==> config.mk <==
export PLATFORM = sky130hd
export DESIGN_NAME = mem_server_ctrl
export DESIGN_NICKNAME = d
export VERILOG_FILES = /design/src/verilog/mem_msg_pkg.sv /design/src/verilog/mem_server_ctrl.sv
export SDC_FILE = /design/constraint.sdc
export NUM_CORES = 1
export LEC_CHECK = 0
export BUFFER_PORTS_ARGS = -buffer_cell sky130_fd_sc_hd__clkbuf_2
export CORE_MARGIN = 5
export CORE_UTILIZATION = 38
export CTS_CLUSTER_SIZE = 30
export DETAILED_ROUTE_END_ITERATION = 12
export MAX_ROUTING_LAYER = met4
export PLACE_DENSITY = 0.8
export SLEW_MARGIN = 15
export SYNTH_ARGS = -nofsm -noshare
export SYNTH_HDL_FRONTEND = slang
export SYNTH_SLANG_ARGS = --single-unit
==> constraint.sdc <==
create_clock -name clk -period 9.85 [get_ports clk]
set_input_delay 2.4625 -clock clk [delete_from_list [all_inputs] [get_ports clk]]
set_output_delay 2.4625 -clock clk [all_outputs]
set_load 0.02 [all_outputs]
==> src/verilog/mem_msg_pkg.sv <==
// ------------------------------------------------------------
// Memory message definitions shared by the server RTL
// Field widths, op and controller state enums, and the
// request and response structs
// ------------------------------------------------------------

package mem_pkg;

  // ------------------------------------------------------------
  // Field widths
  // ------------------------------------------------------------

  localparam int mem_addr_bits   = 32;
  localparam int mem_data_bits   = 32;
  localparam int mem_opaque_bits = 8;
  // Byte count, 0 encodes a full word
  localparam int mem_len_bits    = 2;

  // ------------------------------------------------------------
  // Enums
  // ------------------------------------------------------------

  typedef enum logic {
    mem_op_read  = 1'b0,
    mem_op_write = 1'b1
  } mem_op_e;

  // Server controller FSM states
  typedef enum logic [1:0] {
    st_idle    = 2'd0,
    st_access  = 2'd1,
    st_respond = 2'd2
  } mem_ctrl_state_e;

  // ------------------------------------------------------------
  // Messages
  // ------------------------------------------------------------

  typedef struct packed {
    mem_op_e                    op;
    logic [mem_opaque_bits-1:0] opaque;
    logic [mem_addr_bits-1:0]   addr;
    logic [mem_len_bits-1:0]    len;
    logic [mem_data_bits-1:0]   data;
  } mem_req_t;

  // Same layout; data is read data, or zero for a write
  typedef struct packed {
    mem_op_e                    op;
    logic [mem_opaque_bits-1:0] opaque;
    logic [mem_addr_bits-1:0]   addr;
    logic [mem_len_bits-1:0]    len;
    logic [mem_data_bits-1:0]   data;
  } mem_resp_t;

endpackage

==> src/verilog/mem_server_ctrl.sv <==
// ------------------------------------------------------------
// Memory server controller FSM
// Pops one request, runs it against the storage, then pushes
// the matching response
// ------------------------------------------------------------

`timescale 1ns/100ps

module mem_server_ctrl #(
  parameter int num_words = 256
) (
  input  logic                                  clk,
  input  logic                                  rst,

  // Request queue dequeue side
  input  logic                                  req_val,
  output logic                                  req_rdy,
  input  mem_pkg::mem_req_t                     req_msg,

  // Response queue enqueue side
  output logic                                  resp_val,
  input  logic                                  resp_rdy,
  output mem_pkg::mem_resp_t                    resp_msg,

  // Storage access
  output logic [$clog2(num_words)-1:0]          word_idx,
  output logic                                  wr_en,
  output logic [mem_pkg::mem_data_bits/8-1:0]   byte_en,
  output logic [mem_pkg::mem_data_bits-1:0]     wr_data,
  input  logic [mem_pkg::mem_data_bits-1:0]     rd_data,
  input  logic                                  rd_written
);

  localparam int idx_bits  = $clog2(num_words);
  localparam int num_bytes = mem_pkg::mem_data_bits / 8;

  mem_pkg::mem_ctrl_state_e          state;
  mem_pkg::mem_ctrl_state_e          state_next;
  mem_pkg::mem_req_t                 cur_req;
  logic                              req_fire;
  logic [mem_pkg::mem_data_bits-1:0] data_mask;
  logic [mem_pkg::mem_data_bits-1:0] rd_masked;

  // Byte count to low-byte enables, 0 means all bytes
  function automatic logic [num_bytes-1:0] len_to_byte_en(
    input logic [mem_pkg::mem_len_bits-1:0] len
  );
    case (len)
      2'd1:    return 4'b0001;
      2'd2:    return 4'b0011;
      2'd3:    return 4'b0111;
      default: return 4'b1111;
    endcase
  endfunction

  // ------------------------------------------------------------
  // FSM
  // ------------------------------------------------------------

  // Only pop when the response is sure to have a slot
  assign req_rdy  = (state == mem_pkg::st_idle) && resp_rdy;
  assign req_fire = req_val && req_rdy;

  always_comb begin
    state_next = state;
    case (state)
      mem_pkg::st_idle: begin
        if (req_fire) begin
          state_next = mem_pkg::st_access;
        end
      end
      mem_pkg::st_access:  state_next = mem_pkg::st_respond;
      mem_pkg::st_respond: state_next = mem_pkg::st_idle;
      default:             state_next = mem_pkg::st_idle;
    endcase
  end

  always_ff @(posedge clk) begin
    if (rst) begin
      state <= mem_pkg::st_idle;
    end else begin
      state <= state_next;
    end
  end

  // Current request held for access and respond
  always_ff @(posedge clk) begin
    if (req_fire) begin
      cur_req <= req_msg;
    end
  end

  // ------------------------------------------------------------
  // Storage access
  // ------------------------------------------------------------

  // Byte address; low two bits select a byte, bits above the
  // word index alias
  assign word_idx = cur_req.addr[idx_bits+1:2];
  assign wr_en    = (state == mem_pkg::st_access) && (cur_req.op == mem_pkg::mem_op_write);
  assign byte_en  = len_to_byte_en(cur_req.len);
  assign wr_data  = cur_req.data;

  // ------------------------------------------------------------
  // Response
  // ------------------------------------------------------------

  always_comb begin
    for (int b = 0; b < num_bytes; b++) begin
      data_mask[b*8 +: 8] = {8{byte_en[b]}};
    end
  end

  // Unwritten word reads as zero
  assign rd_masked = rd_written ? (rd_data & data_mask) : '0;

  assign resp_val        = (state == mem_pkg::st_respond);
  assign resp_msg.op     = cur_req.op;
  assign resp_msg.opaque = cur_req.opaque;
  assign resp_msg.addr   = cur_req.addr;
  assign resp_msg.len    = cur_req.len;
  assign resp_msg.data   = (cur_req.op == mem_pkg::mem_op_read) ? rd_masked : '0;

  // ------------------------------------------------------------
  // Assertions
  // ------------------------------------------------------------

  // Space reserved in idle must still be there at push time
  a_push_has_space: assert property (@(posedge clk) disable iff (rst)
    resp_val |-> resp_rdy)
    else $error("mem_server_ctrl: response push without free slot");

endmodule

==> impl_metrics.prom <==
# TYPE chip_impl_metric gauge
chip_impl_metric{name="routed_via_density",unit=""} 4.23
chip_impl_metric{name="cts_max_level",unit=""} 3
chip_impl_metric{name="synth_cells",unit=""} 136
chip_impl_metric{name="timing.fmax",unit="GHz"} 0.173
chip_impl_metric{name="number_of_post_cts_setup_repair_buffers",unit=""} 0
chip_impl_metric{name="place_congestion",unit=""} 0.691
chip_impl_metric{name="tritoncts_num_sinks",unit=""} 77
chip_impl_metric{name="drc_errors",unit=""} 0
chip_impl_info{name="critPathSlowestCell",value="nor2b_2"} 1
chip_impl_metric{name="slew_of_the_pin_with_the_lowest_slew_margin",unit="ns"} 0.538
chip_impl_metric{name="row_count",unit=""} 30
chip_impl_metric{name="postCtsHoldBufs",unit=""} 0
chip_impl_info{name="timing.critical_path.cells",value="clkbuf_2, nor2b_2, and3_1, clkbuf_2"} 1
chip_impl_metric{name="setup-violations-final",unit=""} 0
chip_impl_metric{name="whs_path_depth",unit=""} 1
chip_impl_metric{name="final_layout_size_suffix_gt1_frac",unit=""} 0.676
chip_impl_metric{name="synth-seq-cells",unit=""} 77
chip_impl_info{name="hold_path_class",value="reg -> reg"} 1
chip_impl_metric{name="synth_cell_types",unit=""} 17
chip_impl_info{name="critical_path.startpoint_type",value="primary input"} 1
chip_impl_metric{name="synth_warnings",unit=""} 0
chip_impl_metric{name="area_enclosed_by_the_die_boundary",unit="um^2"} 8850
chip_impl_metric{name="design.final.nets",unit=""} 485
chip_impl_metric{name="clk_path_buf_depth",unit=""} 2
chip_impl_metric{name="drv_cap",unit=""} 0
chip_impl_metric{name="path_depth",unit=""} 4
chip_impl_info{name="buffer_cell_driving_the_clock_tree_root",value="clkbuf_8"} 1
chip_impl_metric{name="drt_first_iter_violations",unit=""} 73
chip_impl_metric{name="initial_utilization",unit=""} 0.393
chip_impl_info{name="layout.cells.most_common_list",value="clkbuf_2 (232), edfxtp_1 (75), and2_1 (24)"} 1
chip_impl_metric{name="drt_first_pass_iters",unit=""} 4
chip_impl_metric{name="largest_net_degree_at_the_start_of_global_routing",unit=""} 47
chip_impl_metric{name="post_dp_cell_area",unit="um^2"} 3920
chip_impl_info{name="worstSetupPathType",value="in -> out"} 1
chip_impl_metric{name="first_global_vias",unit=""} 2030
chip_impl_metric{name="io_pins",unit=""} 234
chip_impl_metric{name="peakVddDrop",unit="mV"} 0.106
chip_impl_metric{name="crit_path_required_time",unit="ns"} 7.39
chip_impl_metric{name="seq_area_frac_synth",unit=""} 0.853
chip_impl_metric{name="r2r_setup_slack",unit="ns"} 8.40
chip_impl_info{name="timing.critical_path.to_type",value="output port"} 1
chip_impl_metric{name="die_extent_in_y",unit="um"} 94.1
chip_impl_metric{name="report.power.total",unit="uW"} 679
chip_impl_metric{name="slowest_stage_delay_cp",unit="ns"} 0.39
chip_impl_metric{name="antenna_diode_instance_count",unit=""} 0
chip_impl_metric{name="chipWidth",unit="um"} 94.1
chip_impl_metric{name="clock_insertion_delay_worst_skew",unit="ns"} 0.35
chip_impl_metric{name="cts.clk_slew.worst_paths",unit="ns"} 0.08
chip_impl_metric{name="grt_pass1_wl",unit="um"} 10000
chip_impl_metric{name="buffering_stage_count_on_the_worst_path_with_inverters_included",unit=""} 2
chip_impl_info{name="tritoncts",value="done"} 1
chip_impl_info{name="crit_family",value="simple AND/OR/NAND/NOR gates"} 1
chip_impl_info{name="status",value="finished, final reports clean"} 1
chip_impl_metric{name="synth_area",unit="um^2"} 2690
chip_impl_metric{name="number_of_nets_in_the_synthesized_netlist",unit=""} 250
chip_impl_metric{name="cts_resized",unit=""} 0
chip_impl_metric{name="ant_nets",unit=""} 0
chip_impl_metric{name="finalCritPeriodShare",unit=""} 0.587
chip_impl_metric{name="io_buffer_count",unit=""} 232
chip_impl_metric{name="hold_violations",unit=""} 0
chip_impl_metric{name="r2r_cells",unit=""} 2
chip_impl_metric{name="vias",unit=""} 1997
chip_impl_metric{name="leftover_overflow_at_the_end_of_global_routing",unit=""} 0
chip_impl_metric{name="cts-buffers-inserted",unit=""} 9
chip_impl_metric{name="clock_skew",unit="ns"} 0.0126
chip_impl_metric{name="slew_headroom",unit=""} 0.641
chip_impl_info{name="mostFrequentLayoutCell",value="clkbuf_2"} 1
chip_impl_metric{name="layout_stage_area_growth_over_the_synthesis_result",unit="%"} 52.8
chip_impl_metric{name="grtUsageTotal",unit=""} 0.161
chip_impl_metric{name="fin_setup_tns",unit="ns"} 0
chip_impl_metric{name="worst-endpoint-arrival",unit="ns"} 3.32
chip_impl_metric{name="setup_slack",unit="ns"} 4.07
chip_impl_metric{name="min_period",unit="ns"} 5.78
chip_impl_info{name="crit_path_frequent_cell",value="clkbuf_2"} 1
chip_impl_metric{name="synth.avg_cell_area",unit="um^2"} 19.8
chip_impl_metric{name="wl_per_cell",unit="um"} 15.2
chip_impl_metric{name="p_leak",unit="nW"} 1.98
chip_impl_metric{name="post-dp-hpwl",unit="um"} 6060
chip_impl_metric{name="grt_antenna_before_repair",unit=""} 0
chip_impl_info{name="grt_setup_unrepaired",value="false"} 1
chip_impl_metric{name="wirelength",unit="um"} 7170
chip_impl_metric{name="coreArea",unit="um^2"} 6830
chip_impl_metric{name="timing_max_transition_violations_final",unit=""} 0
chip_impl_metric{name="power-per-cell-area",unit="nW/um^2"} 165
chip_impl_metric{name="biggest_fanout_along_the_worst_timing_path",unit=""} 16
chip_impl_metric{name="pre_cts_slack",unit="ns"} 4.06
chip_impl_metric{name="finished_layout_cell_area",unit="um^2"} 4110
synth_stat cells:
master    instances  share of area
ha_1              2         0.0093
and3_1            8          0.019
and2_1           24          0.056
nor3b_2           2         0.0093
nand2_1           1         0.0014
dfxtp_1           2          0.015
nor3b_1           2         0.0056
nor4_1            1         0.0023
nor2b_1           1         0.0023
buf_4             9          0.025
inv_1             4         0.0056
and3b_1           1         0.0033
edfxtp_1         75           0.84
buf_2             1         0.0019
nor2b_2           1         0.0033
conb_1            1         0.0014
nor3_1            1         0.0019
path summary, 6_finish.rpt:
path,start,endpoint
min reg2reg,state[0]$_SDFFE_PP0P_,state[0]$_SDFFE_PP0P_
max reg2reg,state[1]$_SDFFE_PP0P_,wr_data[10]$_DFFE_PP_
min,state[0]$_SDFFE_PP0P_,state[0]$_SDFFE_PP0P_
max,rd_written,resp_msg[29]
power by group:
| group | switching [mW] | total (mW) | internal, mW |
|---|---|---|---|
| logic | 0.0475 | 0.0786 | 0.0310 |
| clock network | 0.123 | 0.220 | 0.0968 |
| registers | 0.00440 | 0.381 | 0.376 |
metrics by stage:
stage | hold WS [ns] | util | instances
floorplan | 0.467 | - | 136
global placement | 0.509 | 0.573 | 456
detailed placement | 0.528 | 0.573 | 456
CTS | 0.540 | 0.601 | 472
global route | 0.587 | 0.601 | 472
finish | 0.539 | 0.601 | 472
state kept, by name (all words and copies together), names as in the netlist:
name	cells
wr_data	32
resp_msg	43
state	2
layer usage:
layer | track usage | part of all wire | vias up
li1 | - | - | 960
met1 | 0.138 | 0.31 | 889
met2 | 0.296 | 0.56 | 139
met3 | 0.0697 | 0.12 | 9
met4 | 0.0758 | 0.011 | 0
met5 | - | 0 | -
cell families (layout without fill, tap and decap cells):
group         Yosys count  after routing  share of synthesized area
flops                  77             77                      0.853
other cells             1              1                    0.00140
buf+inv                14            254                     0.0326
fa+ha+maj               2              2                    0.00931
simple gates           42             42                      0.104
cell type report:
cell class | instances | area [um^2]
clock inverters | 7 | 67.6
inverters | 4 | 15.0
multi-input cells | 45 | 313
well taps | 96 | 120
clock buffers | 9 | 124
flip-flops and latches | 77 | 2290
repair buffers | 234 | 1180
fillers | 563 | 2720
Power figures use the tool's default switching activity.
