$ cat src/verilog/mem_msg_fifo.sv
// ------------------------------------------------------------
// Message queue with valid/ready on enqueue and dequeue side
// Circular buffer of flat vectors, one entry per message
// ------------------------------------------------------------

`timescale 1ns/100ps

module mem_msg_fifo #(
  parameter int width = 75,
  parameter int depth = 4
) (
  input  logic             clk,
  input  logic             rst,

  input  logic             enq_val,
  output logic             enq_rdy,
  input  logic [width-1:0] enq_msg,

  output logic             deq_val,
  input  logic             deq_rdy,
  output logic [width-1:0] deq_msg
);

  localparam int ptr_bits = (depth > 1) ? $clog2(depth) : 1;
  localparam int cnt_bits = $clog2(depth + 1);

  logic [width-1:0]    slots [depth];
  logic [ptr_bits-1:0] wr_ptr;
  logic [ptr_bits-1:0] rd_ptr;
  logic [cnt_bits-1:0] count;
  logic                enq_fire;
  logic                deq_fire;

  // Wrap at depth, which need not be a power of two
  function automatic logic [ptr_bits-1:0] ptr_inc(input logic [ptr_bits-1:0] ptr);
    if (ptr == ptr_bits'(depth - 1)) begin
      return '0;
    end
    return ptr + 1'b1;
  endfunction

  // Readiness from occupancy only
  assign enq_rdy  = (count != cnt_bits'(depth));
  assign deq_val  = (count != '0);
  assign deq_msg  = slots[rd_ptr];

  assign enq_fire = enq_val && enq_rdy;
  assign deq_fire = deq_val && deq_rdy;

  // ------------------------------------------------------------
  // Pointers and occupancy
  // ------------------------------------------------------------

  always_ff @(posedge clk) begin
    if (rst) begin
      wr_ptr <= '0;
      rd_ptr <= '0;
      count  <= '0;
    end else begin
      if (enq_fire) begin
        wr_ptr <= ptr_inc(wr_ptr);
      end
      if (deq_fire) begin
        rd_ptr <= ptr_inc(rd_ptr);
      end
      // Simultaneous push and pop leaves count alone
      if (enq_fire && !deq_fire) begin
        count <= count + 1'b1;
      end else if (deq_fire && !enq_fire) begin
        count <= count - 1'b1;
      end
    end
  end

  // Entry storage
  always_ff @(posedge clk) begin
    if (enq_fire) begin
      slots[wr_ptr] <= enq_msg;
    end
  end

  // ------------------------------------------------------------
  // Assertions
  // ------------------------------------------------------------

  // Pointers meet only when the queue is empty or full
  a_ptr_count: assert property (@(posedge clk) disable iff (rst)
    (wr_ptr == rd_ptr) == ((count == '0) || (count == cnt_bits'(depth))))
    else $error("mem_msg_fifo: occupancy count disagrees with pointers");

  // Head must stay put while the consumer stalls
  a_head_stable: assert property (@(posedge clk) disable iff (rst)
    (deq_val && !deq_rdy) |=> (deq_val && $stable(deq_msg)))
    else $error("mem_msg_fifo: head changed before dequeue");

endmodule

$ cat config.mk
export PLATFORM = sky130hd
export DESIGN_NAME = mem_msg_fifo
export DESIGN_NICKNAME = d
export VERILOG_FILES = /design/src/verilog/mem_msg_fifo.sv
export SDC_FILE = /design/constraint.sdc
export NUM_CORES = 1
export LEC_CHECK = 0
export BUFFER_PORTS_ARGS = -buffer_cell sky130_fd_sc_hd__buf_2
export CAP_MARGIN = 0
export CELL_PAD_IN_SITES_DETAIL_PLACEMENT = 2
export CELL_PAD_IN_SITES_GLOBAL_PLACEMENT = 2
export CORE_MARGIN = 2
export CORE_UTILIZATION = 45
export DETAILED_ROUTE_END_ITERATION = 10
export PLACE_DENSITY_LB_ADDON = 0.1
export SLEW_MARGIN = 20
export SYNTH_ARGS = -nofsm -noshare
export SYNTH_HDL_FRONTEND = slang
export SYNTH_SLANG_ARGS = --single-unit
$ cat constraint.sdc
create_clock -name clk -period 3.1 [get_ports clk]
set_input_delay 0.62 -clock clk [delete_from_list [all_inputs] [get_ports clk]]
set_output_delay 0.62 -clock clk [all_outputs]
set_load 0.005 [all_outputs]
==> results of run 1 <==
## per-layer routing
layer	track usage [%]	part of all wire (%)	up-vias
met1	26.1	41	2761
met5	0	0.035	-
met3	4.02	5.5	43
met4	5.47	1.9	2
met2	35.2	52	157
li1	-	-	2259
## cells by family (layout without fill, tap and decap cells)
logic type                 Yosys count  count (layout)  synth area share, %
and+or+nand+nor                     17              17                0.941
xor gates and xnor gates             2               2                0.155
adders and majority gates            7               7                0.842
buffers and inverters               21             233                 1.22
DFF                                309             309                 81.3
muxes                               78              78                 15.2
AOI/OAI and AO/OA                    5               5                0.310
## state kept, by name (all words and copies together), names as in the netlist, named ones only
signal and count:
slots 300, count 3, rd_ptr 2, wr_ptr 2
## power groups by stage
stage | combinational (uW) | clock [uW] | sequential, uW
after floorplan | 1260 | 0 | 5230
after global routing | 2240 | 4120 | 5300
after detailed placement | 2100 | 0 | 5340
final | 2050 | 3900 | 5250
after CTS | 2120 | 4000 | 5260
after global placement | 2030 | 0 | 5290
## path summary, 6_finish.rpt
check / start / endpoint / slack [ns] / cells past startpoint
setup / recovery: flop / deq_msg[0] / 0.26 / 3
hold / removal: enq_msg[10] / slots[0][10] / 0.32 / 1
setup reg to reg: count[0] / count[2] / 0.65 / 7
hold reg to reg: rd_ptr[0] / flop / 0.52 / 2
## final cells by class
class | count | area, um2 | area share [%]
clock buffer | 46 | 960 | 7.03
clock inverter | 15 | 114 | 0.835
inverter | 3 | 11.3 | 0.0825
multi-input combinational | 109 | 1990 | 14.6
sequential | 309 | 9200 | 67.4
tap | 324 | 405 | 2.97
timing repair buffer | 169 | 968 | 7.10
## worst register-to-register path, delay by kind of cell (launching register included)
kind	cells	cell delay, ns
AO/OA/AOI/OAI	2	0.69
XOR/XNOR	1	0.17
adder cells (fa/ha/maj)	2	0.68
buffers and inverters	1	0.06
flip-flops	1	0.36
AND/OR/NAND/NOR	1	0.41
## cell usage in the layout (no fill, tap or decap)
cell type  synthesis  final
clkinv_2           0      4
o21ai_0            1      1
fa_1               1      1
mux2i_1            3      3
buf_2              8    155
nor3_1             1      1
or3_1              1      1
ha_1               6      6
bufinv_16          0      2
buf_12             0      7
nand2_1            1      1
or3_2              2      2
inv_1              3      3
clkbuf_1           3      9
or3b_1             1      1
and2_4             1      1
o31ai_2            1      1
o31ai_1            1      1
nand3_1            1      1
mux4_2            75     75
nor2_1             3      3
xor2_1             2      2
nand2b_1           2      2
dfxtp_4            0      2
and3_4             0      4
clkbuf_16          0     37
a21oi_1            2      2
edfxtp_1         300    300
dfxtp_1            9      7
clkinv_1           0      9
buf_4              1      7
## through the flow
| step | hold slack (ns) | setup slack, ns | utilization [%] |
|---|---|---|---|
| 2_1_floorplan | 0.463 | 0.930 | - |
| 3_3_place_gp | 0.492 | 0.745 | 51.4 |
| 3_5_place_dp | 0.503 | 0.638 | 51.4 |
| 4_1_cts | 0.297 | 0.180 | 55.8 |
| 5_1_grt | 0.315 | 0.108 | 55.8 |
| 6_report | 0.322 | 0.261 | 55.8 |
==> impl_metrics.env, run 1 <==
export IMPL_routed_wl_mm=25.7
export IMPL_syn_to_final_growth_pct=20.7
export IMPL_finalInstanceArea_um2=13600
export IMPL_clock_latency_ns=0.52
export IMPL_fin_cells=975
export IMPL_synthFlopType="edfxtp_1"
export IMPL_via_count=5222
export IMPL_crit_path_max_incr_delay_ns=0.63
export IMPL_portBuffers=155
export IMPL_cp_arrival_ns=2.22
export IMPL_syn_inst=439
export IMPL_cts_buffers=35
export IMPL_ctsLongestPathBuffers=3
export IMPL_ios=156
export IMPL_cts_tree="built"
export IMPL_ys_types=26
export IMPL_maxCapViolCount=0
export IMPL_final_antenna_net_count=0
export IMPL_gp_congestion=0.727
export IMPL_synth_top_cell_by_area="edfxtp_1"
export IMPL_yosysWarnings=0
export IMPL_grt_overflow=0
export IMPL_p_per_area_nw_per_um2=820
export IMPL_path_class="flop to output pin"
export IMPL_syn_cell_area_um2=11300
export IMPL_dp_cells=914
export IMPL_finClkSkew_ns=0.0247
export IMPL_yosys_top_cells_area="edfxtp_1 (80%), mux4_2 (15%), dfxtp_1 (1.6%), ha_1 (0.66%), buf_6 (0.60%)"
export IMPL_synth_common_cells="edfxtp_1 (300), mux4_2 (75), dfxtp_1 (9)"
export IMPL_worstMarginPinSlew_ns=0.564
export IMPL_crit_path_max_fanout=31
export IMPL_antenna_found_initial=3
export IMPL_dp_hpwl_mm=16.0
export IMPL_crit_slowest_cell="dfxtp_4"
export IMPL_setup_viol=0
export IMPL_min_period_over_period_pct=91.6
export IMPL_final_nets=713
export IMPL_total_power_uw=11200
export IMPL_power_frac_comb_pct=18.3
export IMPL_cts_resized=0
export IMPL_fp_dieW_um=162
export IMPL_p_leak_uw=0.00459
export IMPL_synth_nets=525
export IMPL_clk_pin_slew_ns=0.06
export IMPL_fmax_mhz=352
export IMPL_grtUsageTotal_pct=20.2
export IMPL_grt_pass1_vias=6085
export IMPL_p_clk_share_pct=34.8
export IMPL_die_y_um=162
export IMPL_synth_avg_cell_area_um2=25.7
export IMPL_outcome="complete, no violations"
export IMPL_p_switching_uw=2770
export IMPL_dr_first_iter_drc_count=377
export IMPL_dr_pass1_iters=4
export IMPL_grt_pass1_wl_mm=38.8
export IMPL_rsz0062_at_grt="no"
export IMPL_final_setup_tns_ns=0
export IMPL_rows=57
export IMPL_cts_setup_buffers=0
export IMPL_finalCriticalPeriod_ns=2.84
export IMPL_root_buffer="clkbuf_16"
export IMPL_place_area_um2=12600
export IMPL_synth_edff_count=300
export IMPL_synth_async_sr_flop_share_pct=0
export IMPL_seqPwrFrac_pct=46.9
export IMPL_antennaDiodeCount=0
export IMPL_drv_slew=0
export IMPL_drc_errors=0
export IMPL_hold_class="input port to flop"
export IMPL_critPathTopFamily="flip-flops"
export IMPL_switching_share_pct=24.8
export IMPL_cp_end_kind="output pin"
export IMPL_path_cells="buf_12 -> mux4_2 -> buf_2"
export IMPL_cp_start_kind="flop"
export IMPL_synth_top_area_share_pct=79.7
export IMPL_yosysMostFrequentCell="edfxtp_1"
export IMPL_layout_drive_gt1_share_pct=45.6
export IMPL_ys_seq_area_share_pct=81.3
export IMPL_ctsHoldBuffers=0
export IMPL_grt_max_degree=46
export IMPL_max_slew_margin_pct=62.0
export IMPL_via_per_inst=5.36
export IMPL_irDropWorstVdd_uv=507
export IMPL_final_fill_count=2023
export IMPL_cts_sinks=309
export IMPL_synth_seq_cells=309
export IMPL_start_util_pct=46.2
export IMPL_crit_required_ns=2.48
export IMPL_critPathBufInv=2
export IMPL_cell_internal_pwr_uw=8420
export IMPL_htree_levels=2
export IMPL_dieArea_um2=26400
export IMPL_final_hold_violation_count=0
export IMPL_core_um2=24500
export IMPL_wl_per_cell_um=26.3
(Power assumes the default switching activity.)
==> inputs of run 2 (changes only) <==
Settings changed: CAP_MARGIN 0 to 30, CORE_ASPECT_RATIO set to 0.9.
==> run 2 against run 1 <==
Effect of this change:
- core utilization is 0.81 points lower
- sequential share of layout area is 0.24 points lower
- combinational power hardly changed
- clock power hardly changed
- total power is 0.48% higher
- fmax is 0.78% lower
- non-clock buffer count is 2 higher
- setup slack worse by 0.022 ns
==> impl_metrics.env, run 2 (synthesis results as in run 1) <==
export IMPL_cts_sinks=309
export IMPL_cts_tree="built"
export IMPL_whs_ns=0.336
export IMPL_syn_to_final_growth_pct=21.2
export IMPL_top_register="slots"
export IMPL_core_um2=24900
export IMPL_p_switching_uw=2780
export IMPL_crit_required_ns=2.48
export IMPL_grt_max_degree=44
export IMPL_grtUsageTotal_pct=20.0
export IMPL_rows=55
export IMPL_worstMarginPinSlew_ns=0.621
export IMPL_mostFrequentLayoutCells="edfxtp_1 (300), buf_2 (155), mux4_2 (75)"
export IMPL_fp_dieW_um=171
export IMPL_top_regs="slots (300), count (3)"
export IMPL_final_antenna_net_count=0
export IMPL_cp_end_kind="output pin"
export IMPL_setup_viol=0
export IMPL_layout_drive_gt1_share_pct=46.2
export IMPL_start_util_pct=45.4
export IMPL_max_slew_margin_pct=58.6
export IMPL_wl_per_cell_um=26.0
export IMPL_cts_resized=0
export IMPL_p_per_area_nw_per_um2=821
export IMPL_final_setup_tns_ns=0
export IMPL_rsz0062_at_grt="no"
export IMPL_final_common_cell="edfxtp_1"
export IMPL_via_per_inst=5.29
export IMPL_clock_latency_ns=0.50
export IMPL_p_clk_share_pct=35.0
export IMPL_finClkSkew_ns=0.0123
export IMPL_die_y_um=154
export IMPL_drv_slew=0
export IMPL_dp_slack_ns=0.658
export IMPL_dr_first_iter_drc_count=293
export IMPL_fmax_mhz=349
export IMPL_gp_congestion=0.715
export IMPL_ios=156
export IMPL_cts_buffers=34
export IMPL_grt_overflow=0
export IMPL_final_hold_violation_count=0
export IMPL_seqPwrFrac_pct=47.0
export IMPL_rrSetupSlack_ns=0.69
export IMPL_finalCriticalPeriod_ns=2.86
export IMPL_dr_pass1_iters=4
export IMPL_maxCapViolCount=0
export IMPL_total_power_uw=11200
export IMPL_final_fill_count=2087
export IMPL_cell_internal_pwr_uw=8470
export IMPL_clk_pin_slew_ns=0.06
export IMPL_cp_start_kind="flop"
export IMPL_largest_reg_flops=300
export IMPL_portBuffers=155
export IMPL_grt_pass1_vias=6027
export IMPL_path_class="flop to output pin"
export IMPL_dp_hpwl_mm=15.9
export IMPL_post_route_util_pct=55.0
export IMPL_crit_path_max_fanout=19
export IMPL_switching_share_pct=24.7
export IMPL_antenna_found_initial=6
export IMPL_cp_arrival_ns=2.24
export IMPL_min_period_over_period_pct=92.3
export IMPL_dieArea_um2=26400
export IMPL_p_leak_uw=0.00462
export IMPL_htree_levels=2
export IMPL_root_buffer="clkbuf_16"
export IMPL_hold_class="input port to flop"
export IMPL_final_nets=714
export IMPL_cts_setup_buffers=0
export IMPL_irDropWorstVdd_uv=352
export IMPL_via_count=5270
export IMPL_outcome="complete, no violations"
export IMPL_drc_errors=0
export IMPL_routed_wl_mm=25.9
export IMPL_power_frac_comb_pct=18.1
export IMPL_ctsHoldBuffers=0
export IMPL_grt_pass1_wl_mm=38.3
export IMPL_layout_setup_ws_ns=0.239
export IMPL_ctsLongestPathBuffers=3
## run 2: power by group through the flow
stage	clock network (uW)	registers [uW]	logic, uW
2_1_floorplan	0	5230	1260
3_3_place_gp	0	5320	2010
3_5_place_dp	0	5380	2070
4_1_cts	4030	5300	2100
5_1_grt	4150	5320	2220
6_report	3930	5280	2030
## run 2: metal layers
layer	global-route usage [%]	up-vias	routed length, um
li1	-	2267	-
met1	24.3	2811	10000
met2	35.8	142	13900
met3	5.25	40	1540
met4	4.64	10	388
met5	0	-	58
## run 2: worst paths after layout
kind	end	from	cells after the start
max	deq_msg[41]	flop	3
min	slots[3][3]	enq_msg[3]	1
max reg2reg	count[2]	count[0]	8
min reg2reg	flop	rd_ptr[0]	2
## run 2: metrics by stage
step / instance area (um2) / cells
6_report: 13700 / 996
5_1_grt: 13700 / 995
4_1_cts: 13700 / 995
3_5_place_dp: 12600 / 934
3_3_place_gp: 12600 / 934
2_1_floorplan: 11300 / 439
## run 2: area by class of cell
class                      instances  area [um2]  share of cell area (%)
timing repair buffer             171         971                    7.09
tap                              342         428                    3.13
clock inverter                    14         111                   0.813
sequential                       309        9200                    67.2
antenna                            1        2.50                  0.0183
clock buffer                      47         983                    7.18
multi-input combinational        109        1990                    14.5
inverter                           3        11.3                  0.0822
## run 2: critical path, cell delays in order, from the launching register on
cell and delay [ns]:
dfxtp_4 0.61, buf_4 0.40, mux4_2 0.56, buf_2 0.15
